===== src/bicubic_pkg.sv =====
// shared phase and weight code types, coefficient lookup and fixed-point widths for the upsampler
package bicubic_pkg;

    localparam int CHANNEL_WIDTH = 8;
    localparam int INTER_WIDTH   = 24;
    localparam int PRODUCT_WIDTH = 32;
    localparam int RESULT_SHIFT  = 22;
    localparam int COEF_WIDTH    = 12;

    // vertical phases at 5/8, 7/8, 1/8 and 3/8
    typedef enum logic [1:0] {
        PH_U1 = 2'd0,
        PH_U2 = 2'd1,
        PH_U3 = 2'd2,
        PH_U4 = 2'd3
    } phase_t;

    typedef enum logic [2:0] {
        W_N21   = 3'd0,
        W_N135  = 3'd1,
        W_N147  = 3'd2,
        W_N225  = 3'd3,
        W_P235  = 3'd4,
        W_P873  = 3'd5,
        W_P1535 = 3'd6,
        W_P1981 = 3'd7
    } wcode_t;

    // coefficient in units of 1/2048
    function automatic logic signed [COEF_WIDTH-1:0] coef_of(wcode_t code);
        case (code)
            W_N21:   return -12'sd21;
            W_N135:  return -12'sd135;
            W_N147:  return -12'sd147;
            W_N225:  return -12'sd225;
            W_P235:  return 12'sd235;
            W_P873:  return 12'sd873;
            W_P1535: return 12'sd1535;
            default: return 12'sd1981;
        endcase
    endfunction

    // tap runs 1..4 and each set sums to 2048
    function automatic wcode_t weight_set(phase_t ph, int tap);
        wcode_t ws [4];
        case (ph)
            PH_U1:   ws = '{W_N135, W_P873, W_P1535, W_N225};
            PH_U2:   ws = '{W_N21, W_P235, W_P1981, W_N147};
            PH_U3:   ws = '{W_N147, W_P1981, W_P235, W_N21};
            default: ws = '{W_N225, W_P1535, W_P873, W_N135};
        endcase
        return ws[tap - 1];
    endfunction

endpackage


===== src/bicubic_out_stage.sv =====
// output stage with the valid and last pipeline, stall control and 8-bit saturation
`timescale 1ns/1ns

module bicubic_out_stage (
    input  logic                                        clk,
    input  logic                                        rst,
    input  logic                                        accept,
    input  logic                                        last_tag,
    input  logic                                        out_ready,
    output logic                                        adv,
    input  logic signed [bicubic_pkg::PRODUCT_WIDTH-1:0] prod1,
    input  logic signed [bicubic_pkg::PRODUCT_WIDTH-1:0] prod2,
    input  logic signed [bicubic_pkg::PRODUCT_WIDTH-1:0] prod3,
    input  logic signed [bicubic_pkg::PRODUCT_WIDTH-1:0] prod4,
    output logic                                        out_valid,
    output logic                                        out_last,
    output logic [bicubic_pkg::CHANNEL_WIDTH-1:0]       out_pix1,
    output logic [bicubic_pkg::CHANNEL_WIDTH-1:0]       out_pix2,
    output logic [bicubic_pkg::CHANNEL_WIDTH-1:0]       out_pix3,
    output logic [bicubic_pkg::CHANNEL_WIDTH-1:0]       out_pix4
);
    import bicubic_pkg::*;

    logic [1:0] valid_pipe;
    logic [1:0] last_pipe;

    // floor divide by 2^22, then clamp to 0..255
    function automatic logic [CHANNEL_WIDTH-1:0] sat8(logic signed [PRODUCT_WIDTH-1:0] v);
        logic signed [PRODUCT_WIDTH-1:0] q;
        q = v >>> RESULT_SHIFT;
        if (q < 0)
            return '0;
        else if (q > (1 << CHANNEL_WIDTH) - 1)
            return '1;
        else
            return q[CHANNEL_WIDTH-1:0];
    endfunction

    // whole pipeline moves when the output slot is free or being taken
    assign adv = out_ready | ~out_valid;

    always_ff @(posedge clk) begin
        if (rst) begin
            valid_pipe <= '0;
            last_pipe  <= '0;
        end else if (adv) begin
            valid_pipe <= {valid_pipe[0], accept};
            last_pipe  <= {last_pipe[0], accept & last_tag};
        end
    end

    assign out_valid = valid_pipe[1];
    assign out_last  = last_pipe[1];
    assign out_pix1  = sat8(prod1);
    assign out_pix2  = sat8(prod2);
    assign out_pix3  = sat8(prod3);
    assign out_pix4  = sat8(prod4);

    a_hold_on_stall: assert property (@(posedge clk) disable iff (rst)
        (out_valid && !out_ready) |=> out_valid &&
        $stable({out_pix1, out_pix2, out_pix3, out_pix4, out_last}));

endmodule


===== config.mk =====
export PLATFORM = sky130hd
export DESIGN_NAME = bicubic_out_stage
export DESIGN_NICKNAME = d
export VERILOG_FILES = /design/src/bicubic_pkg.sv /design/src/bicubic_out_stage.sv
export SDC_FILE = /design/constraint.sdc
export NUM_CORES = 1
export LEC_CHECK = 0
export ABC_AREA = 1
export BUFFER_PORTS_ARGS = -buffer_cell sky130_fd_sc_hd__buf_4
export CAP_MARGIN = 20
export CELL_PAD_IN_SITES_DETAIL_PLACEMENT = 1
export CELL_PAD_IN_SITES_GLOBAL_PLACEMENT = 2
export CORE_MARGIN = 2
export CORE_UTILIZATION = 10
export DETAILED_ROUTE_END_ITERATION = 8
export PLACE_DENSITY_LB_ADDON = 0.1
export RECOVER_POWER = 100
export SLEW_MARGIN = 5
export SYNTH_ARGS = -nofsm -noshare
export SYNTH_HDL_FRONTEND = slang
export SYNTH_SLANG_ARGS = --single-unit

===== constraint.sdc =====
create_clock -name clk -period 0.8 [get_ports clk]
set_input_delay 0.04 -clock clk [delete_from_list [all_inputs] [get_ports clk]]
set_output_delay 0.04 -clock clk [all_outputs]
set_load 0.01 [all_outputs]

==> results <==
- The proportion of synthesized chip area in sequential cells is 18.44%.
- The floorplan step defined a die boundary enclosing 0.004885 mm^2.
- In this run the number of H-tree levels came out at 1.
- The number of cells on the worst reg-to-reg path is 3.
- For this design the top-level I/O count stands at 168.
- At the end of routability-driven placement, the weighted congestion stood at 0.7516.
- The global-route wire length before repair is 3.719 mm.
- Clock-pin slew was measured on the worst setup and hold paths at 0.03 ns.
- The largest fanout of any net on the critical path is 4.
- The worst hold path depth is 2.
- The run finished, with violations left.
- 0 antenna diodes ended up in the layout.
- After detailed routing, the average wire length per cell comes to 11.33 um.
- In the global route stage, overall resource usage came out at 9.126%.
- By area the synthesized netlist is led by nor2_1, dfxtp_1, clkbuf_2.
- The core region is 0.004086 mm^2.
- The number of synthesized register bits is 4.
- The cell chosen for the clock root is clkbuf_8.
- The number of standard-cell rows in the floorplan is 23.
- The total of hold buffers inserted after clock tree synthesis is 0.
- The startpoint kind of the worst setup timing path is a flop.
- After the last flow step, the layout net total stands at 304.
- The later-pin clock latency in the skew report is 0.22 ns.
- The worst-case IR drop observed on VDD is 888.7 uV.
- The number of global-route vias before repair is 783.
- For the final database, setup skew stands at 0.004815 ns.
- The number of endpoints with negative hold slack in the final report is 0.
- Entering global routing, the biggest net connects 9 pins.
- Relative to the synthesized area, the layout overhead comes to 132.3%.
- The final cell count without fillers is 219.
- TritonCTS built the clock tree.
- Max-cap violations in this run came to 0.
- The endpoint class of the critical path is an output pin.
- The die width is 69.89 um.
- The number of buffers created by CTS is 3.
- Once detailed placement completed, the half-perimeter wirelength came to 2.068 mm.
- The detail route stage leaves a number of antenna-violating nets equal to 0.
- The required time of the critical path is 0.76 ns.
- STA puts the critical path data arrival time at 0.76 ns.
- The number of optimization iterations in the first detailed-route pass is 2.
- The die is 69.89 um tall.
- The mean post-synth cell area is 4.619 um^2.
- The number of distinct library cells after synthesis is 11.
- Detailed routing inserted a total of 829 vias.
- The number of nets handed over by synthesis was 227.
- The maximum count of clock buffers along a single path is 2.
- The design draws 1130 uW.
- The count of input and output buffers is 79.
- The slew at the pin closest to its max-slew limit is 0.3630 ns.
- The final reports fail on setup timing.
- The worst setup path is of the reg2out kind.
- Setup repair after global routing could not meet its margin everywhere.
- Setup violations remaining at the end of the flow were counted as 1.
- The DRC violation count after routing is 0.
- The number of antenna violations at the first check in global routing came to 0.
- For this configuration, the core starts out at a cell density of 10.62%.
- The fraction of final layout cells sized beyond drive strength 1 is 34.32%.
- The worst min-delay path class is in2reg.
- Using the TritonRoute via totals, the vias-per-cell ratio works out to 3.785.
- The top cell type by area accounts for 58.79% of the synthesized area.
- The portion of the clock cycle consumed by the worst path in the final layout is 100.2%.
- The aggregate global routing overflow is 0.
- Summed over all failing endpoints, the final setup total negative slack is -0.001946 ns.
- The number of cells after detailed placement is 215.
- The number of max-slew violations in the final report is 0.
- The routed wire length is 2.482 mm.
- The biggest area contributor in the post-synthesis netlist is nor2_1.
- The worst pin sits at a relative slew slack of 75.80%.
- The final worst setup slack is -0.001946 ns.
- The achievable clock frequency is 1247 MHz.
- Yosys printed 0 warnings.
- In this run the power density over the cells is 1121 mW/mm^2.
- The cell count after synthesis is 94.
- The analysis attributes to cell leakage a power of 0.0005142 uW.
- Counting every sink on the clock net gives 4.
- The number of DRC markers after the initial detailed-route iteration is 17.
- At the placement stage, the worst setup path has a slack of 0.03942 ns.
- After layout, the minimum clock period comes to 0.8019 ns.
- The cell area that synthesis handed to floorplanning was 434.2 um^2.
logic make-up (layout without fill, tap and decap cells):
| family | after synthesis | after routing | share of synthesized area, % |
|---|---|---|---|
| simple gates | 76 | 76 | 67.72 |
| buf+inv | 12 | 87 | 11.53 |
| flops | 4 | 4 | 18.44 |
| compound gates | 2 | 2 | 2.306 |
critical path, cell delays in order (launching register included):
cell and delay, ns:
dfxtp_4 0.36, nand2_4 0.06, buf_6 0.12
metrics by stage:
step,hold slack [ns],cell area [um^2],utilization (%)
4_1_cts,0.004748,1116,27.31
5_1_grt,0.01583,1008,24.68
3_3_place_gp,0.2322,1055,25.81
3_5_place_dp,0.2366,1055,25.81
2_1_floorplan,0.1091,434.2,-
6_report,0.01451,1008,24.68
path summary, 6_finish.rpt:
path	start	end	slack [ns]
hold / removal	rst	last_pipe[0]	0.01
setup reg to reg	valid_pipe[1]	last_pipe[0]	0.04
setup / recovery	valid_pipe[1]	adv	-0.002
hold reg to reg	valid_pipe[0]	valid_pipe[1]	0.46
power by group:
part           internal (uW)  total (uW)  switching [uW]
sequential               211         218            7.88
clock                    321         422             102
combinational            249         490             240
cell usage in the layout, fill, tap and decap left out, drive strengths merged:
| master | synthesis | routed |
|---|---|---|
| inv | 4 | 4 |
| clkbuf | 8 | 36 |
| nand2 | 5 | 5 |
| buf | 0 | 47 |
| nor2 | 68 | 68 |
| a21oi | 2 | 2 |
| nand3 | 2 | 2 |
| dfxtp | 4 | 4 |
| nand3b | 1 | 1 |
cells in the mapped netlist:
cell type / n
a21oi_1: 2
clkbuf_1: 4
clkbuf_2: 4
dfxtp_1: 4
inv_1: 3
inv_2: 1
nand2_1: 4
nand2_2: 1
nand3_1: 2
nand3b_1: 1
nor2_1: 68
cell type report:
| class | instances | area (um^2) |
|---|---|---|
| tap | 50 | 62.56 |
| sequential | 4 | 83.83 |
| timing repair buffer | 80 | 493.0 |
| inverter | 4 | 15.01 |
| clock buffer | 3 | 41.29 |
| fill | 554 | 3078 |
| multi-input combinational | 78 | 312.8 |
layer usage:
| layer | GRT usage [%] | vias up | part of all wire (%) |
|---|---|---|---|
| met3 | 2.020 | 0 | 6.3 |
| met2 | 17.78 | 31 | 56 |
| met4 | 1.923 | 0 | 0 |
| li1 | - | 425 | - |
| met5 | 0 | - | 0 |
| met1 | 9.939 | 373 | 37 |
sequential cells by signal, summed over array words and instances (netlist names):
signal,cells
last_pipe,2
valid_pipe,2
repair_timing:
item                       CTS  global route
buffers inserted             1             0
gates resized for setup      4             1
setup endpoints to repair    2             3
pin swaps                    0             2
(Power assumes the default switching activity.)
