--- config.mk ---
export PLATFORM = sky130hd
export DESIGN_NAME = bicubic_vert_mac
export DESIGN_NICKNAME = d
export VERILOG_FILES = /design/src/bicubic_pkg.sv /design/src/bicubic_vert_mac.sv
export SDC_FILE = /design/constraint.sdc
export NUM_CORES = 2
export LEC_CHECK = 0
export ABC_AREA = 0
export BUFFER_PORTS_ARGS = -buffer_cell sky130_fd_sc_hd__buf_4
export CAP_MARGIN = 25
export CORE_MARGIN = 4
export CORE_UTILIZATION = 52
export CTS_CLUSTER_SIZE = 20
export DETAILED_ROUTE_END_ITERATION = 10
export HOLD_SLACK_MARGIN = 0.15
export PLACE_DENSITY = 0.69
export SLEW_MARGIN = 10
export SYNTH_ARGS = -nofsm -noshare
export SYNTH_HDL_FRONTEND = slang
export SYNTH_SLANG_ARGS = --single-unit
export TNS_END_PERCENT = 30
--- constraint.sdc ---
create_clock -name clk -period 17.6 [get_ports clk]
set_input_delay 1.76 -clock clk [delete_from_list [all_inputs] [get_ports clk]]
set_output_delay 1.76 -clock clk [all_outputs]
set_load 0.01 [all_outputs]
--- src/bicubic_pkg.sv ---
// shared phase and weight code types, coefficient lookup and fixed-point widths for the upsampler
package bicubic_pkg;

    localparam int CHANNEL_WIDTH = 8;
    localparam int INTER_WIDTH   = 24;
    localparam int PRODUCT_WIDTH = 32;
    localparam int RESULT_SHIFT  = 22;
    localparam int COEF_WIDTH    = 12;

    // vertical phases at 5/8, 7/8, 1/8 and 3/8
    typedef enum logic [1:0] {
        PH_U1 = 2'd0,
        PH_U2 = 2'd1,
        PH_U3 = 2'd2,
        PH_U4 = 2'd3
    } phase_t;

    typedef enum logic [2:0] {
        W_N21   = 3'd0,
        W_N135  = 3'd1,
        W_N147  = 3'd2,
        W_N225  = 3'd3,
        W_P235  = 3'd4,
        W_P873  = 3'd5,
        W_P1535 = 3'd6,
        W_P1981 = 3'd7
    } wcode_t;

    // coefficient in units of 1/2048
    function automatic logic signed [COEF_WIDTH-1:0] coef_of(wcode_t code);
        case (code)
            W_N21:   return -12'sd21;
            W_N135:  return -12'sd135;
            W_N147:  return -12'sd147;
            W_N225:  return -12'sd225;
            W_P235:  return 12'sd235;
            W_P873:  return 12'sd873;
            W_P1535: return 12'sd1535;
            default: return 12'sd1981;
        endcase
    endfunction

    // tap runs 1..4 and each set sums to 2048
    function automatic wcode_t weight_set(phase_t ph, int tap);
        wcode_t ws [4];
        case (ph)
            PH_U1:   ws = '{W_N135, W_P873, W_P1535, W_N225};
            PH_U2:   ws = '{W_N21, W_P235, W_P1981, W_N147};
            PH_U3:   ws = '{W_N147, W_P1981, W_P235, W_N21};
            default: ws = '{W_N225, W_P1535, W_P873, W_N135};
        endcase
        return ws[tap - 1];
    endfunction

endpackage

--- src/bicubic_vert_mac.sv ---
// vertical pass that weights four pixel rows per column with the current phase vector
`timescale 1ns/1ns

module bicubic_vert_mac (
    input  logic                                    clk,
    input  logic                                    adv,
    input  bicubic_pkg::phase_t                     phase,
    input  logic [bicubic_pkg::CHANNEL_WIDTH-1:0]   p1,
    input  logic [bicubic_pkg::CHANNEL_WIDTH-1:0]   p2,
    input  logic [bicubic_pkg::CHANNEL_WIDTH-1:0]   p3,
    input  logic [bicubic_pkg::CHANNEL_WIDTH-1:0]   p4,
    input  logic [bicubic_pkg::CHANNEL_WIDTH-1:0]   p5,
    input  logic [bicubic_pkg::CHANNEL_WIDTH-1:0]   p6,
    input  logic [bicubic_pkg::CHANNEL_WIDTH-1:0]   p7,
    input  logic [bicubic_pkg::CHANNEL_WIDTH-1:0]   p8,
    input  logic [bicubic_pkg::CHANNEL_WIDTH-1:0]   p9,
    input  logic [bicubic_pkg::CHANNEL_WIDTH-1:0]   p10,
    input  logic [bicubic_pkg::CHANNEL_WIDTH-1:0]   p11,
    input  logic [bicubic_pkg::CHANNEL_WIDTH-1:0]   p12,
    input  logic [bicubic_pkg::CHANNEL_WIDTH-1:0]   p13,
    input  logic [bicubic_pkg::CHANNEL_WIDTH-1:0]   p14,
    input  logic [bicubic_pkg::CHANNEL_WIDTH-1:0]   p15,
    input  logic [bicubic_pkg::CHANNEL_WIDTH-1:0]   p16,
    output logic signed [bicubic_pkg::INTER_WIDTH-1:0] col1,
    output logic signed [bicubic_pkg::INTER_WIDTH-1:0] col2,
    output logic signed [bicubic_pkg::INTER_WIDTH-1:0] col3,
    output logic signed [bicubic_pkg::INTER_WIDTH-1:0] col4
);
    import bicubic_pkg::*;

    logic [CHANNEL_WIDTH-1:0]      pix [16];
    logic signed [INTER_WIDTH-1:0] col_nxt [4];

    // row-major window with p1..p4 as the top row
    assign pix = '{p1, p2, p3, p4, p5, p6, p7, p8,
                   p9, p10, p11, p12, p13, p14, p15, p16};

    always_comb begin
        logic signed [COEF_WIDTH-1:0] w;
        for (int j = 0; j < 4; j++) begin
            col_nxt[j] = '0;
        end
        for (int k = 0; k < 4; k++) begin
            w = coef_of(weight_set(phase, k + 1));
            for (int j = 0; j < 4; j++) begin
                // zero-extend so the pixel stays positive in signed math
                col_nxt[j] = col_nxt[j] + w * signed'({1'b0, pix[k*4 + j]});
            end
        end
    end

    always_ff @(posedge clk) begin
        if (adv) begin
            col1 <= col_nxt[0];
            col2 <= col_nxt[1];
            col3 <= col_nxt[2];
            col4 <= col_nxt[3];
        end
    end

endmodule

==> Implementation_results.wiki <==
{| class="wikitable"
! Metric !! Value
|-
| DRC viols || 0
|-
| Top-area cell type share of the netlist area || 52.71%
|-
| Wire length of the first global-routing pass || 206000 um
|-
| Run status || finished clean
|-
| Crit Path Class || in2reg
|-
| Total clock sinks || 96
|-
| Max-capacitance violation count || 0
|-
| CTS Buf Count || 9
|-
| Highest fanout seen on the critical path || 56
|-
| Post-synthesis share of cell area spent on xor and xnor gates || 1.953%
|-
| Vias || 34500
|-
| Final number of hold-violating endpoints || 0
|-
| Post-CTS resize count || 0
|-
| CTS Buffer Depth || 2
|-
| Top cell types by occurrence after synthesis || 1882 x sky130_fd_sc_hd__inv_1, 1405 x sky130_fd_sc_hd__fa_1, 615 x sky130_fd_sc_hd__ha_1
|-
| Layout overhead on the synthesized area || 6.552%
|-
| Unrepaired setup endpoints after global routing || false
|-
| Number of warnings printed during yosys synthesis || 0
|-
| Rel. slew slack || 38.92%
|-
| Residual antenna-violating net count after detailed routing || 0
|-
| Detailed placer's ending HPWL || 108200 um
|-
| CTS hold repair buffers || 0
|-
| Footprint of the multi-input gates || 43040 sq um
|-
| Ports || 228
|-
| Number of instances on the worst hold path || 3
|-
| Required time at the endpoint of the critical path || 17.76 ns
|-
| Fraction of layout instances using a drive strength above 1 || 5.059%
|-
| Data arrival time of the critical path || 11.58 ns
|-
| Die extent in x || 328.3 um
|-
| Synth Area in Compound Gates || 3.126%
|-
| Total non-filler cell area in the finished layout || 56850 sq um
|-
| Fin cells || 6898
|-
| Wire length per cell after detailed routing || 18.01 um
|-
| Root buffer cell || sky130_fd_sc_hd__clkbuf_16
|-
| Post-Syn Instances || 5367
|-
| Number of filler cells placed in the layout || 9107
|-
| Instance area at placement || 56500 sq um
|-
| Final Setup Violations || 0
|-
| Fin crit period || 11.42 ns
|-
| Number of core rows || 117
|-
| Max-slew violation total from the final report || 0
|-
| Post-CTS Setup Inserts || 0
|-
| Number of global-route vias before repair || 38940
|-
| Total area of sequential cells || 2883 sq um
|-
| Die outline area || 107800 sq um
|-
| End point of the worst hold path || col2[0]
|-
| Final total negative setup slack || 0 ns
|-
| GRT Residual Overflow || 0
|-
| Synthesized cell area || 53360 sq um
|-
| Adder and majority cell fraction of the synthesized area || 67.14%
|-
| Flip-flop and latch count after synthesis || 96
|-
| Startpoint class of the critical path || input port
|-
| Class of the tightest hold or removal check || in2reg
|-
| Dominant combinational cell family by area after synthesis || adder cells
|-
| Mux contribution to synthesized area || 0.03752%
|-
| Routed wire length || 124200 um
|-
| Peak Freq || 87.58 MHz
|-
| DRC marker count from the first detailed-route iteration || 1788
|-
| CTS tree || yes
|-
| Max H-tree Level || 3
|-
| Final period utilization || 64.87%
|-
| Largest net degree at the start of global routing || 66
|-
| Total global-route track usage || 24.72%
|-
| Leading register cell type out of synthesis || sky130_fd_sc_hd__edfxtp_1
|-
| Top cell type by total area after synthesis || sky130_fd_sc_hd__fa_1
|-
| Floorplan core area || 101900 sq um
|-
| Measured slew at the worst slew-check pin || 0.9162 ns
|-
| Hold path startpoint || p10[0]
|-
| Proportion of register bits with asynchronous set or reset after synthesis || 0%
|-
| Post-layout nets || 7662
|-
| Register area share after synthesis || 5.403%
|-
| Unique cell type count in the Yosys netlist || 56
|-
| Routed via count divided by cell count || 5.001
|-
| Worst slack on hold paths || 1.808 ns
|-
| Cell types occupying the most area after synthesis || sky130_fd_sc_hd__fa_1 53%, sky130_fd_sc_hd__ha_1 14%, sky130_fd_sc_hd__inv_1 13%, sky130_fd_sc_hd__edfxtp_1 5.4%, sky130_fd_sc_hd__nor2b_1 1.8%
|-
| Number of cells in the design after placement || 6866
|-
| Post-synthesis area per instance || 9.942 sq um
|-
| EDFF count, synth || 96
|-
| Number of antenna violations at the first check in global routing || 18
|-
| Placer's final routability congestion estimate || 0.8810
|-
| Syn_nets || 7519
|-
| Starting density of the core || 52.37%
|-
| Simple-gate portion of the synthesized area || 8.318%
|-
| Top-count cell post-synth || sky130_fd_sc_hd__inv_1
|-
| Chip Height || 328.3 um
|-
| Clock slew at reported path FFs || 0.09 ns
|-
| First-pass iteration count of the detailed router || 6
|-
| Kind of end point of the critical path || flop
|-
| Number of input and output port buffers inserted || 227
|}
-- cell families after synthesis --
logic type / after synthesis
adders and majority gates: 2020
buffers and inverters: 1992
and+or+nand+nor: 882
AOI/OAI and AO/OA: 256
xor gates and xnor gates: 119
DFF: 96
muxes: 2
-- metal layers --
layer | global-route usage, % | vias to the layer above | part of all wire, %
li1 | - | 15600 | -
met1 | 32.94 | 17880 | 41
met2 | 42.10 | 864 | 51
met3 | 4.194 | 145 | 5.9
met4 | 6.751 | 8 | 2.7
met5 | 0 | - | 0.046
-- state kept, by name, summed over array words and instances, names as in the netlist --
signal / flops
col2: 24
col1: 24
col4: 24
col3: 24
-- layout by cell type (no fill, tap or decap), drive strengths merged, types with 11 or more instances in the layout --
cell type and n:
ha 615, nor2 251, o21ai 29, and3 12, buf 241, a21oi 89
xnor2 84, edfxtp 96, and2 113, xor2 35, o21bai 12, a211oi 12
nand2 172, nand3 23, o21a 11, nor2b 156, fa 1405, a21o 50
nand2b 123, inv 1884, diode 15
-- worst max path at each step --
stage	depth (start not counted)	from	slack [ns]	end
floorplan	31	phase[0]	7.85	col1[23]
global placement	27	phase[0]	5.94	col4[23]
detailed placement	27	phase[0]	5.85	col4[23]
CTS	27	phase[0]	6.30	col4[23]
global route	27	phase[0]	5.83	col4[23]
finish	27	phase[0]	6.18	col4[23]
-- stage by stage --
stage | util [%] | worst slack [ns]
after detailed placement | 55.46 | 5.849
after global routing | 55.79 | 5.832
final | 55.80 | 6.182
after CTS | 55.75 | 6.295
after floorplan | - | 7.850
after global placement | 55.46 | 5.937
-- layout make-up --
cell class / instances / share of cell area, %
antenna: 15 / 0.06602
multi-input combinational: 3279 / 75.70
sequential: 96 / 5.071
clock buffer: 10 / 0.4027
timing repair buffer: 241 / 3.195
tap: 1368 / 3.011
inverter: 1883 / 12.43
clock inverter: 6 / 0.1188
-- worst max-delay path, stage by stage --
cell and delay [ns]:
sky130_fd_sc_hd__buf_4 0.28, sky130_fd_sc_hd__inv_2 0.61, sky130_fd_sc_hd__ha_2 0.73, sky130_fd_sc_hd__or2_4 0.44
sky130_fd_sc_hd__buf_4 0.66, sky130_fd_sc_hd__nand2b_1 0.60, sky130_fd_sc_hd__nand2_1 0.14, sky130_fd_sc_hd__fa_1 0.64
sky130_fd_sc_hd__inv_1 0.17, sky130_fd_sc_hd__fa_1 0.52, sky130_fd_sc_hd__inv_1 0.05, sky130_fd_sc_hd__fa_1 0.46
sky130_fd_sc_hd__fa_1 0.49, sky130_fd_sc_hd__inv_1 0.05, sky130_fd_sc_hd__fa_1 0.49, sky130_fd_sc_hd__inv_1 0.06
sky130_fd_sc_hd__fa_1 0.55, sky130_fd_sc_hd__fa_1 0.43, sky130_fd_sc_hd__fa_1 0.51, sky130_fd_sc_hd__inv_1 0.05
sky130_fd_sc_hd__ha_1 0.36, sky130_fd_sc_hd__a21o_1 0.23, sky130_fd_sc_hd__a31o_2 0.25, sky130_fd_sc_hd__a21oi_1 0.24
sky130_fd_sc_hd__o21ai_0 0.25, sky130_fd_sc_hd__a211oi_1 0.31, sky130_fd_sc_hd__xnor2_1 0.10
Power is left out: the tool's default activity adds up to more than one toggle a clock period on the data nets, which glitch-free logic cannot reach.
