File: config.mk
export PLATFORM = sky130hd
export DESIGN_NAME = bicubic_phase_ctrl
export DESIGN_NICKNAME = d
export VERILOG_FILES = /design/src/bicubic_pkg.sv /design/src/bicubic_phase_ctrl.sv
export SDC_FILE = /design/constraint.sdc
export NUM_CORES = 1
export LEC_CHECK = 0
export BUFFER_PORTS_ARGS = -buffer_cell sky130_fd_sc_hd__clkbuf_2
export CORE_MARGIN = 10
export CORE_UTILIZATION = 50
export CTS_BUF_LIST = sky130_fd_sc_hd__clkbuf_4
export CTS_CLUSTER_DIAMETER = 60
export DETAILED_ROUTE_END_ITERATION = 7
export GPL_TIMING_DRIVEN = 0
export PLACE_DENSITY = 0.67
export SLEW_MARGIN = 20
export SYNTH_ARGS = -nofsm -noshare
export SYNTH_HDL_FRONTEND = slang
export SYNTH_SLANG_ARGS = --single-unit
File: constraint.sdc
create_clock -name clk -period 1.95 [get_ports clk]
set_input_delay 0.0975 -clock clk [delete_from_list [all_inputs] [get_ports clk]]
set_output_delay 0.0975 -clock clk [all_outputs]
set_load 0.03 [all_outputs]
File: src/bicubic_pkg.sv
// shared phase and weight code types, coefficient lookup and fixed-point widths for the upsampler
package bicubic_pkg;

    localparam int CHANNEL_WIDTH = 8;
    localparam int INTER_WIDTH   = 24;
    localparam int PRODUCT_WIDTH = 32;
    localparam int RESULT_SHIFT  = 22;
    localparam int COEF_WIDTH    = 12;

    // vertical phases at 5/8, 7/8, 1/8 and 3/8
    typedef enum logic [1:0] {
        PH_U1 = 2'd0,
        PH_U2 = 2'd1,
        PH_U3 = 2'd2,
        PH_U4 = 2'd3
    } phase_t;

    typedef enum logic [2:0] {
        W_N21   = 3'd0,
        W_N135  = 3'd1,
        W_N147  = 3'd2,
        W_N225  = 3'd3,
        W_P235  = 3'd4,
        W_P873  = 3'd5,
        W_P1535 = 3'd6,
        W_P1981 = 3'd7
    } wcode_t;

    // coefficient in units of 1/2048
    function automatic logic signed [COEF_WIDTH-1:0] coef_of(wcode_t code);
        case (code)
            W_N21:   return -12'sd21;
            W_N135:  return -12'sd135;
            W_N147:  return -12'sd147;
            W_N225:  return -12'sd225;
            W_P235:  return 12'sd235;
            W_P873:  return 12'sd873;
            W_P1535: return 12'sd1535;
            default: return 12'sd1981;
        endcase
    endfunction

    // tap runs 1..4 and each set sums to 2048
    function automatic wcode_t weight_set(phase_t ph, int tap);
        wcode_t ws [4];
        case (ph)
            PH_U1:   ws = '{W_N135, W_P873, W_P1535, W_N225};
            PH_U2:   ws = '{W_N21, W_P235, W_P1981, W_N147};
            PH_U3:   ws = '{W_N147, W_P1981, W_P235, W_N21};
            default: ws = '{W_N225, W_P1535, W_P873, W_N135};
        endcase
        return ws[tap - 1];
    endfunction

endpackage

File: src/bicubic_phase_ctrl.sv
// frame position tracker that selects the vertical phase and tags the last window of a frame
`timescale 1ns/1ns

module bicubic_phase_ctrl #(
    parameter int BLOCK_WIDTH = 960,
    parameter int SRC_HEIGHT  = 540
) (
    input  logic                clk,
    input  logic                rst,
    input  logic                accept,
    output bicubic_pkg::phase_t phase,
    output logic                last_tag
);
    import bicubic_pkg::*;

    localparam int COL_W = (BLOCK_WIDTH > 1) ? $clog2(BLOCK_WIDTH) : 1;
    localparam int ROW_W = (SRC_HEIGHT * 4 > 1) ? $clog2(SRC_HEIGHT * 4) : 1;

    logic [COL_W-1:0] col_cnt;
    logic [ROW_W-1:0] row_cnt;
    logic             last_col;
    logic             last_row;
    phase_t           phase_nxt;

    assign last_col = (col_cnt == COL_W'(BLOCK_WIDTH - 1));
    assign last_row = (row_cnt == ROW_W'(SRC_HEIGHT * 4 - 1));

    // out_stage qualifies this with accept
    assign last_tag = last_col & last_row;

    always_comb begin
        case (phase)
            PH_U1:   phase_nxt = PH_U2;
            PH_U2:   phase_nxt = PH_U3;
            PH_U3:   phase_nxt = PH_U4;
            default: phase_nxt = PH_U1;
        endcase
    end

    always_ff @(posedge clk) begin
        if (rst) begin
            col_cnt <= '0;
            row_cnt <= '0;
            phase   <= PH_U1;
        end else if (accept) begin
            if (last_col) begin
                col_cnt <= '0;
                if (last_row) begin
                    // end of frame restarts at the top
                    row_cnt <= '0;
                    phase   <= PH_U1;
                end else begin
                    row_cnt <= row_cnt + 1'b1;
                    phase   <= phase_nxt;
                end
            end else begin
                col_cnt <= col_cnt + 1'b1;
            end
        end
    end

    a_phase_step: assert property (@(posedge clk) disable iff (rst)
        (phase != $past(phase)) |-> $past(accept && last_col));

endmodule

==> results summary, run 1 <==
Once the clock tree was built, the setup fixing pass inserted 0 buffers. From left edge to right edge, the die measures around 70 um. Routability-driven placement finished with a final weighted congestion of ~0.84.

The data required time of the worst path came out at 2180 ps. The part of the Yosys area used for sequential elements came out at 0.3871. The proportion of layout cells with a drive suffix above 1 came out at 0.1765. The run finished with clean final reports. Buffers inserted during clock tree synthesis total 3. The length of routed met3 wiring is 130 um. The worst-skew pair later-pin latency is 330 ps.

The area of the die came out at 4876 sq um. Hold repair after CTS inserted 0 buffers. The number of storage elements in the synthesis netlist came out at 24. The first global-routing pass estimated 4436 um of wire. The clock-pin transition on the worst setup and hold timing paths came out at between 100 and 150 ps. For this run, design rule violations remaining after detail routing come to 0.

The maximum ir drop on the vdd rail is 0.3957 mV. The total core area is 2297 sq um. The synthesized design contains 0 enable-type register cells. The largest net degree at the start of global routing came out at 15.

After technology mapping, the gate count stands at 145. TritonCTS built the clock tree. Of the total power, registers draw 0.557. The most common flop cell mapped by yosys is dfxtp_1.

The worst stage delay on the critical path came out at approximately 360 ps. The post-cts sizing count is 2. Dividing the detail-routed via count by the number of cells gives 6.110. STA classifies the critical path startpoint as a flop. Counting I/O delays and the setup requirement, the final critical path takes 1850 ps.

For this run, asynchronously set or reset flops after synthesis account for 0. The total global-route track usage came out at 0.1027. The total net switching power is 0.0001806 W.

The share of total power dissipated in combinational logic is 0.028. The synthesis-to-layout area growth came out at 11.69%. The detail route stage leaves a number of antenna-violating nets equal to 0. The slack of the worst reg-to-reg path is 100 ps. The path depth of the worst reg2reg path is 7. The post-route clock period utilization came out at 0.9489. The internal power of the cells totals 0.0007086 W. The cell chosen for the clock root is clkbuf_4. The post-route setup TNS is 0 ps. In this run the most critical hold path is launched from accept. In this run the critical register-to-register path is launched from col_cnt[0]. Walking the worst path, the cells encountered are ha_1 -> and3_1 -> buf_2 -> and4_1 -> buf_2 -> and4bb_2 -> a211o_1. The buffering stage count on the worst path with inverters included is 2. The setup violation total in the final timing report is 0. The setup skew after layout is roughly 10 ps. The initial core utilization is 0.5403.

The net switching share of the total power came out at 0.2031. The number of global-route vias before repair is 1019. The critical path capture point type is a flop. The placed wire-length estimate is 1903 um. The boundary pin count is 6. The number of buffers between clock root and the deepest sink came out at 2.

Wire segments on met2 add up to 1152 um in the final route. The number of antenna violations at the first check in global routing came out at 0. The sink count of the clock tree is 24.

The number of buffer cells added on primary ports came out at 4. The final net count is about 160. The worst pin sits at a relative slew slack of 0.6810. Yosys attributes the largest share of cell area to dfxtp_1 39%, xor2_1 6.4%, a31oi_1 5.0%, nand3_1 4.4%, ha_1 4.0%. CTS built an H-tree with a depth of 1. Among the stages of the critical path, the cell type that occurs most often is buf_2. The worst setup path is of the flop to flop kind. The transition at the pin with the smallest max-transition slack is about 480 ps. The average footprint of a synthesized cell is 8.560 sq um. The number of vias in the routed layout came out at 1106. The hold violation total from the final report is 0.

On the critical path, the stage with the largest delay is an instance of dfxtp_2. The area of the mapped netlist came out at ~1200 sq um. Counting every net in the synthesized netlist gives 152.

The first-pass detailed-route iteration total came out at 4. The leakage power total came out at between 0.5 and 0.6 nW. The power density over the cells is 641.4 nW/um^2.

The share of synthesized area in the top cell type comes to 0.3871. Dividing the detail-routed wire length by the instance count gives 14.69 um. During synthesis, Yosys emitted a total of 0 warnings. The worst hold margin is roughly 50 ps. The count of pins over their slew limit came out at 0.

The aggregate global routing overflow came out at 0. The kind of path behind the tightest hold check is primary input to flop. The clock share of power came out at 0.416. The detailed-routing wirelength on met1 came out at ~1300 um. The number of antenna repair diodes is 0. The detailed router finished its first iteration with slightly below 90 violations. The timing-limited maximum frequency came out at 540.4 MHz. The chip height came out at between 60 and 70 um.

The endpoint identified for the worst register-to-register timing path is row_cnt[9]. The detailed router used layers up to and including met4. The cell family contributing the most delay on the critical path is simple AND/OR/NAND/NOR gates. The arrival time of data at the critical path endpoint is 2080 ps.

The sum of routed wire length over all layers came out at 2659 um. The leading area contributor after synthesis is dfxtp_1. The instance count along the most critical hold path is 3. The path with the worst hold slack has its endpoint at col_cnt[1]. The number of unique standard cell types used by synthesis came out at 35.

The max-cap violation count is 0. The critical-path maximum fanout is 9. Setup repair after global routing left no endpoint under its margin. The floorplan has 17 rows.
-- synthesized netlist by cell type (2+ instances only) --
cell type and count:
and4_1 2, ha_1 4, o211ai_1 3, nand2b_1 2, a22o_1 3, nand4_1 7, nor2_1 12, inv_1 4
o21ai_0 2, buf_2 7, nand3_1 11, dfxtp_1 24, a31oi_1 10, nand2_1 12, a21oi_1 4, nand3b_1 2
and3_1 5, and2_1 2, xor2_1 9, and4bb_2 2, nor3_1 4
-- power by group through the flow --
stage	sequential [W]	combinational [W]	clock [W]
floorplan	0.000506	0.0000172	0
global placement	0.000506	0.0000235	0
detailed placement	0.000507	0.0000246	0
CTS	0.000496	0.0000248	0.000376
global route	0.000496	0.0000277	0.000394
finish	0.000495	0.0000246	0.000369
-- worst register-to-register path, stage by stage (launching register included) --
cell and delay (ps):
dfxtp_2 360, ha_1 220, and3_1 180, buf_2 160, and4_1 200, buf_2 170
and4bb_2 240, a211o_1 210
-- cells in the final DEF, fill, tap and decap left out, types with 4 or more instances in the layout --
| cell | instances |
|---|---|
| a21oi_1 | 4 |
| a31oi_1 | 10 |
| and3_1 | 5 |
| buf_2 | 6 |
| clkbuf_4 | 4 |
| dfxtp_1 | 21 |
| inv_1 | 4 |
| nand2_1 | 12 |
| nand3_1 | 10 |
| nand4_1 | 7 |
| nor2_1 | 12 |
| nor3_1 | 4 |
| xor2_1 | 9 |
-- cells by family (layout without fill, tap and decap cells) --
family,after synthesis,after routing,synth area share
buffers and inverters,12,20,0.04334
DFF,24,24,0.3871
xor gates and xnor gates,10,10,0.07057
adders and majority gates,4,4,0.04032
and+or+nand+nor,69,69,0.3185
AOI/OAI and AO/OA,26,26,0.1401
-- metal layers --
metal / up-vias / GRT usage
met5: - / 0
li1: 551 / -
met1: 519 / 0.1292
met2: 31 / 0.1568
met4: 0 / 0.04565
met3: 5 / 0.02853
-- final cells by class --
cell class / instances / area (sq um)
Inverter: 4 / 15.01
Timing Repair Buffer: 4 / 22.52
Fill cell: 221 / 910.9
Tap cell: 28 / 35.03
Multi-Input combinational cell: 109 / 729.5
Sequential cell: 24 / 486.7
Clock inverter: 1 / 30.03
Buffer: 8 / 45.04
Clock buffer: 3 / 22.52
-- state kept, by name, summed over array words and instances (netlist names) --
| name | cells |
|---|---|
| col_cnt | 10 |
| phase | 2 |
| row_cnt | 12 |
-- per-stage QoR --
| step | utilization | power, W | worst slack (ps) | area [sq um] | cells |
|---|---|---|---|---|---|
| floorplan | - | 0.0005234 | 242.6 | 1241 | 145 |
| global placement | 0.5643 | 0.0005300 | 149.7 | 1296 | 177 |
| detailed placement | 0.5643 | 0.0005316 | 134.3 | 1296 | 177 |
| CTS | 0.5904 | 0.0008971 | 16.52 | 1356 | 181 |
| global route | 0.6035 | 0.0009173 | 15.61 | 1386 | 181 |
| finish | 0.6035 | 0.0008892 | 99.66 | 1386 | 181 |
-- how the worst max path moves through the flow --
| stage | startpoint | to | slack [ps] | cells past startpoint |
|---|---|---|---|---|
| 2_1_floorplan | col_cnt[0] | row_cnt[9] | 240 | 7 |
| 6_report | col_cnt[0] | row_cnt[9] | 100 | 7 |
| 5_1_grt | col_cnt[0] | row_cnt[9] | 20 | 7 |
| 4_1_cts | row_cnt[1] | last_tag | 20 | 6 |
| 3_5_place_dp | col_cnt[0] | row_cnt[9] | 130 | 7 |
| 3_3_place_gp | col_cnt[0] | row_cnt[9] | 150 | 7 |
No activity file was read; power rests on OpenSTA's default activity.
==> run 2: changes to the inputs <==
==> constraint.sdc (replaced) <==
create_clock -name clk -period 2.4 [get_ports clk]
set_input_delay 0.12 -clock clk [delete_from_list [all_inputs] [get_ports clk]]
set_output_delay 0.12 -clock clk [all_outputs]
set_load 0.03 [all_outputs]
==> results summary, run 2 (same netlist as run 1, synthesis figures left out) <==
For this design, the sink count on the clock tree is 24. The number of setup buffers added after CTS is 0. The clock-pin transition on the worst setup and hold timing paths is 150 ps.

The per-cell via count in the routed design came out at 6.072. The library cell used most frequently in the layout, excluding fill and tap cells, is dfxtp_1. The beginning of the worst register-to-register path is col_cnt[0].

The wire-length estimate of the detail-placed layout is 1903 um. The first global-routing pass estimated around 4400 um of wire. Power spread over the standard cell area amounts to 537.0 nW/um^2. The die width is 69.83 um. The aggregate global routing overflow came out at 0. The clock reaches the later pin of the worst-skew pair after 330 ps.

The worst stage delay on the critical path came out at 340 ps. The dominant cell type by count on the critical path is buf_2. The run finished with clean final reports.

The arrival time of data at the critical path endpoint came out at 1910 ps. Of all nets on the critical path, the largest fanout is 10. The sum of routed wire length over all layers came out at 2580 um. CTS placed an instance of clkbuf_4 at the clock tree root. The combined area of the multi-input logic cells came out at 706.9 sq um.

More flip-flops sit in one register than any other, and that register is row_cnt. Leaving out fill and tap cells, the most frequent cells in the layout are 24 x dfxtp_1, 12 x nor2_1, 12 x nand2_1. 6 I/O pins were placed. In this run the number of H-tree levels came out at 1. The slack of the worst reg-to-reg path came out at about 540 ps.

The first TritonRoute pass finished after 4 iterations. Port buffering added 4 buffers. The post-route clock period utilization is 0.8462. The setup violation total in the final timing report is 0.

Walking the worst path, the cells encountered are buf_2 -> nor4b_1 -> nand3_1 -> buf_2 -> nor2_1 -> clkbuf_2. The count of hold buffers inserted by post-cts repair is 0. Following the worst setup path forward leads to its endpoint at last_tag. The kind of critical path is flop to primary output. The critical path capture point type is a primary output. The routed wire length per instance came out at 14.25 um. Measured along the y axis, the die boundary spans 69.83 um.

The path depth of the worst reg2reg path came out at 7. The number of buffers between clock root and the deepest sink came out at 2. On the final layout, the worst clock skew is ~11 ps.

The timing-limited maximum frequency is 492.4 MHz. The minimum clock period came out at 2031 ps. The die covers 4876 sq um. Counting tap cells, the placed design contains a total of 177 instances.

The hold violation total from the final report is 0. The register area is 480.5 sq um. The total core area came out at 2297 sq um. In this run the core area contains 17 standard-cell rows. The most critical setup path has its startpoint at row_cnt[3].

The worst slew margin relative to its limit came out at 0.6763. The number of global-route vias before repair is 1011. The largest registers in the layout are row_cnt: 12 flops, col_cnt: 10 flops, phase: 2 flops. The endpoint identified for the worst register-to-register timing path is row_cnt[9]. The synthesis-to-layout area growth is 8.669%. In the final layout, the share of cells above drive strength 1 is 0.1373. The number of gates resized after CTS was 0. For this design, the slowest cell found on the critical path is nor4b_1.

The element type at the critical path start is a flop. The leakage power total came out at approximately 0.52 nW. Summed over all failing endpoints, the final setup total negative slack is 0 ps. For this run, design rule violations remaining after detail routing come to 0. The final design utilization came out at 0.5871. The count of pins over their slew limit is 0.

The routability congestion estimate came out at 0.8370. The maximum ir drop on the vdd rail is 0.3364 mV. In this run, the number of DRC markers left after iteration 0 of detailed routing was 64. Setup repair after global routing left no endpoint under its margin.

The number of vias in the routed layout is between 1000 and 1500. TritonCTS built the clock tree. The number of antenna repair diodes came out at 0. The largest net degree at the start of global routing came out at 15. The total CTS buffers is 3. The number of standard cells in the final layout excluding fillers is ~180. The number of filler instances in the final layout came out at 217. The final net count is about 160. The total global-route track usage is 0.1018. The number of nets still failing antenna checks after routing is 0. The tightest min-delay check is of the primary input to flop type. The data required time of the worst path is 2280 ps. The register with the most flip-flops in the layout has 12 of them. The tool flagged a number of max-cap violations equal to 0. The number of antenna violations at the first check in global routing is 0.

The initial core utilization is 0.5403. The transition at the pin with the smallest max-transition slack came out at about 480 ps.
[run 2: cell counts in the layout (fill, tap and decap cells not counted)]
No cell type changed its count.
[run 2: worst min-delay path by stage]
stage | slack [ps] | startpoint | depth (start not counted) | endpoint
final | 70 | accept | 3 | col_cnt[1]
after global routing | 70 | accept | 3 | col_cnt[1]
after detailed placement | 430 | accept | 3 | col_cnt[1]
after floorplan | 270 | accept | 2 | col_cnt[1]
after global placement | 420 | accept | 3 | col_cnt[1]
after CTS | 70 | accept | 3 | col_cnt[1]
[run 2: power breakdown]
part / internal (W) / switching [W]
registers: 0.000401 / 0.00000215
clock network: 0.000169 / 0.000132
logic: 0.00000655 / 0.0000136
[run 2: through the flow]
| stage | worst slack [ps] | power, W | hold slack [ps] | instance area, sq um |
|---|---|---|---|---|
| 2_1_floorplan | 692.6 | 0.0004252 | 271.9 | 1241 |
| 3_3_place_gp | 599.7 | 0.0004306 | 421.5 | 1296 |
| 3_5_place_dp | 584.3 | 0.0004320 | 433.5 | 1296 |
| 4_1_cts | 373.9 | 0.0007289 | 66.04 | 1349 |
| 5_1_grt | 211.7 | 0.0007461 | 73.12 | 1349 |
| 6_report | 369.2 | 0.0007243 | 72.30 | 1349 |
[run 2: layer usage]
layer	wire length, um	global-route usage	share of wire	up-vias
met4	36	0.04130	0.014	0
met5	0	0	0	-
li1	-	-	-	551
met1	1267	0.1284	0.49	508
met2	1115	0.1558	0.43	35
met3	161	0.02996	0.062	5
[run 2: area by class of cell]
cell class                 count  area share
inverter                       4     0.01113
buffer                         8     0.02876
sequential                    24      0.3562
multi-input combinational    109      0.5241
tap                           28     0.02597
clock inverter                 1     0.02226
timing repair buffer           4     0.01484
clock buffer                   3     0.01670
[run 2: critical path, delay by kind of cell, from the launching register on]
family                 cells  cell delay (ps)
buffers and inverters      3              620
flip-flops                 1              330
AND/OR/NAND/NOR            3              630
==> run 3: changes to the inputs <==
--- a/config.mk
+++ b/config.mk
@@ -5,6 +5,7 @@
 export SDC_FILE = /design/constraint.sdc
 export NUM_CORES = 1
 export LEC_CHECK = 0
+export ABC_AREA = 1
 export BUFFER_PORTS_ARGS = -buffer_cell sky130_fd_sc_hd__clkbuf_2
 export CORE_MARGIN = 10
 export CORE_UTILIZATION = 50
==> constraint.sdc (replaced) <==
create_clock -name clk -period 1.9 [get_ports clk]
set_input_delay 0.095 -clock clk [delete_from_list [all_inputs] [get_ports clk]]
set_output_delay 0.095 -clock clk [all_outputs]
set_load 0.03 [all_outputs]
==> results summary, run 3 <==
The flow ran to the end, and the final reports show no timing, DRC or antenna violations. The post-layout total power came out at approximately 0.00092 W. The die is about 72 um tall. The number of antenna violations at the first check in global routing came out at 0. The die width is about 72 um.

Data arrives at the worst endpoint at 1690 ps. In the final design database the tool counted 222 nets. The critical path is of the flop to primary output type.

The worst-skew pair later-pin latency is 320 ps. The number of vias in the routed layout came out at approximately 1300. STA puts the critical path data required time at 1800 ps.

The largest registers in the layout are row_cnt: 12 flops, col_cnt: 10 flops, phase: 2 flops. The worst setup path is launched from a flop. The number of unique standard cell types used by synthesis came out at 25. The wire length of the first global-routing pass came out at 4954 um. Among cell families on the critical path, the largest total delay comes from simple AND/OR/NAND/NOR gates. Hold timing on the final database bottoms out at a slack of around 82 ps. The boundary pin count came out at 6. The path depth of the worst reg2reg path is 8. The per-cell via count in the routed design came out at 5.168. After synthesis, the cell types taking the most area are dfxtp_1 35%, nand2_1 16%, nand3_1 7.7%, inv_1 7.1%, nor2_1 6.6%.

The root buffer cell chosen for the clock tree is clkbuf_4. The startpoint of the tightest hold check path is accept. The first routing iteration left slightly below 100 violations.

In this run the critical register-to-register path is launched from col_cnt[0]. The post-route clock period utilization came out at 0.9407. The end point of the most critical hold path is col_cnt[1]. row_cnt holds more flip-flops than any other register. Entering global routing, the biggest net connects 15 pins. Setup violations remaining at the end of the flow were counted as 0. The part of the Yosys area used for sequential elements is 0.3513. The count of pins over their slew limit is 0. The sink count of the clock tree came out at 24. After synthesis, the share of flip-flops with an asynchronous set or reset is 0. The fraction of synthesized cell area taken by the top area cell type came out at 0.3513. Buffers placed on the I/O ports in this run total 5.

The commonest cells after synthesis are 58 x nand2_1, 26 x inv_1, 24 x dfxtp_1, 24 x nor2_1, 21 x nand3_1. The power density over the cells is 599.6 nW/um^2. The transition at the pin with the smallest max-transition slack came out at 540.9 ps.

The number of rows in the core area came out at 18. For this configuration, the core starts out at a cell density of 0.5374. The synthesis-to-layout area growth is 11.71%.

The number of storage elements in the synthesis netlist is 24. The proportion of layout cells with a drive suffix above 1 came out at 0.1402. The total global-route track usage is 0.1108. The worst pin sits at a relative slew slack of 0.6380.

In this run the register-to-register setup slack is 350 ps. The routed wire length per instance came out at 11.33 um. The number of flops mapped to enable cells by yosys is 0.

In this run the worst path has a maximum fanout of 6. The max-cap violation count came out at 0. The area of the die is 5227 sq um. The average instance in the mapped netlist occupies 6.704 sq um. The DRC violation count after routing is 0. For this run, the share of the core covered by cells in the final layout is 0.6003.

The number of setup buffers added after CTS is 0. The critical path goes through ha_1 -> nand2_1 -> nor2_4 -> nand3_4 -> nor4_4 -> buf_4. Clock skew on the completed layout was measured at 11.29 ps.

For this run, the leading register cell type out of synthesis is dfxtp_1. The first detailed-routing pass ran for 4 iterations. The register with the most flip-flops in the layout has 12 of them. By instance count, the leading cell after synthesis is nand2_1. The leading area contributor after synthesis is dfxtp_1. When the netlist entered floorplanning its net count stood at between 200 and 250. At the end of routability-driven placement, the weighted congestion stood at 0.8782.

Summed over all cells, the static leakage comes to 0.6391 nW. The buffering stage count on the worst path with inverters included came out at 1. The total core area came out at 2545 sq um. The number of antenna repair diodes came out at 0.

TritonCTS built the clock tree. The worst-case IR drop observed on VDD is 0.4149 mV. The number of nets still failing antenna checks after routing came out at 0.

The hold violation total from the final report is 0. The instance count along the most critical hold path is 3. The number of global-route vias before repair was between 1000 and 1500. Timing would allow up to 559.5 MHz. The critical path capture point type is a primary output. The standard cell with the maximum stage delay on the critical path is dfxtp_2. The endpoint identified for the worst register-to-register timing path is row_cnt[2]. The library cell used most frequently in the layout, excluding fill and tap cells, is nand2_1.

The number of warnings reported in the yosys synthesis log came out at 0. Counting every instance in the synthesized netlist gives 204. The number of buffers between clock root and the deepest sink came out at 2. The wire-length estimate of the detail-placed layout is 2142 um. The area of the mapped netlist came out at approximately 1400 sq um. The sum of routed wire length over all layers is 2764 um. The aggregate global routing overflow came out at 0. The tightest min-delay check is of the primary input to flop type. The top cell types in the final layout, fill and taps aside, are 58 x nand2_1, 26 x inv_1, 23 x nor2_1. In this run, CTS created clock tree buffers numbering 3.

The deepest level of the CTS H-tree came out at 1. The worst stage delay on the critical path is around 380 ps. The clock-pin transition on the worst setup and hold timing paths is 140 ps. The minimum clock period came out at 1787 ps.
## run 3: changes by cell type in the layout (fill, tap and decap cells not counted), sizes merged, moves of 3 or more
cell,change
a21boi,+4
a22o,-3
a31oi,-10
and3,-6
buf,-6
inv,+23
nand2,+48
nand3,+13
nand4,-5
nor2,+20
o211ai,-3
o21ai,+7
xor2,-8
## run 3: cells by family (layout without fill, tap and decap cells)
family / after synthesis / in the layout / synth area share
buffers and inverters: 28 / 38 / 0.07684
DFF: 24 / 24 / 0.3513
adders and majority gates: 4 / 4 / 0.03660
AOI/OAI and AO/OA: 21 / 21 / 0.08875
xor gates and xnor gates: 2 / 2 / 0.01281
and+or+nand+nor: 125 / 125 / 0.4337
## run 3: what timing repair did
item | in CTS | in global routing
hold endpoints to repair | 3 | 0
gates resized for setup | 2 | 6
hold buffers | 1 | 0
setup endpoints to repair | 1 | 1
## run 3: tightest hold or removal path, delay by kind of cell
| family | cells | cell delay (ps) |
|---|---|---|
| buffers and inverters | 1 | 130 |
| AND/OR/NAND/NOR | 1 | 90 |
| AO/OA/AOI/OAI | 1 | 50 |
## run 3: worst max path at each step
stage | from | end | slack, ps | depth (start not counted)
detailed placement | row_cnt[1] | last_tag | 330 | 6
floorplan | row_cnt[0] | last_tag | 320 | 5
global placement | row_cnt[1] | last_tag | 340 | 6
finish | row_cnt[1] | last_tag | 110 | 6
CTS | row_cnt[1] | last_tag | 8 | 6
global route | row_cnt[1] | last_tag | -5 | 6
## run 3: layout make-up
class                           instances  area (sq um)
Clock inverter                          1         30.03
Timing Repair Buffer                    6         37.54
Inverter                               27         101.3
Tap cell                               30         37.54
Sequential cell                        24         483.0
Buffer                                  1         3.754
Clock buffer                            3         22.52
Multi-Input combinational cell        152         812.0
Fill cell                             255          1017
## run 3: report_power, final
part / internal (W) / leakage, nW / total [W] / switching [W]
sequential: 0.000507 / 0.195 / 0.000510 / 0.00000300
combinational: 0.0000117 / 0.417 / 0.0000339 / 0.0000222
clock: 0.000213 / 0.0279 / 0.000372 / 0.000159
total: 0.000732 / 0.639 / 0.000916 / 0.000184
## run 3: metrics by stage
| stage | setup slack, ps | instances | TNS (ps) | cell area, sq um |
|---|---|---|---|---|
| 6_report | 112.7 | 244 | 0 | 1528 |
| 5_1_grt | -4.586 | 244 | -4.586 | 1528 |
| 4_1_cts | 7.924 | 244 | 0 | 1509 |
| 3_5_place_dp | 330.8 | 239 | 0 | 1436 |
| 3_3_place_gp | 336.9 | 239 | 0 | 1436 |
| 2_1_floorplan | 315.9 | 204 | 0 | 1374 |
## run 3: metal layers
metal	vias up	GRT usage	part of all wire	wire (um)
met4	0	0.03011	0.0083	23
met1	570	0.1503	0.51	1416
met5	-	0	0	0
li1	669	-	-	-
met3	4	0.01769	0.034	94
met2	18	0.1759	0.45	1230
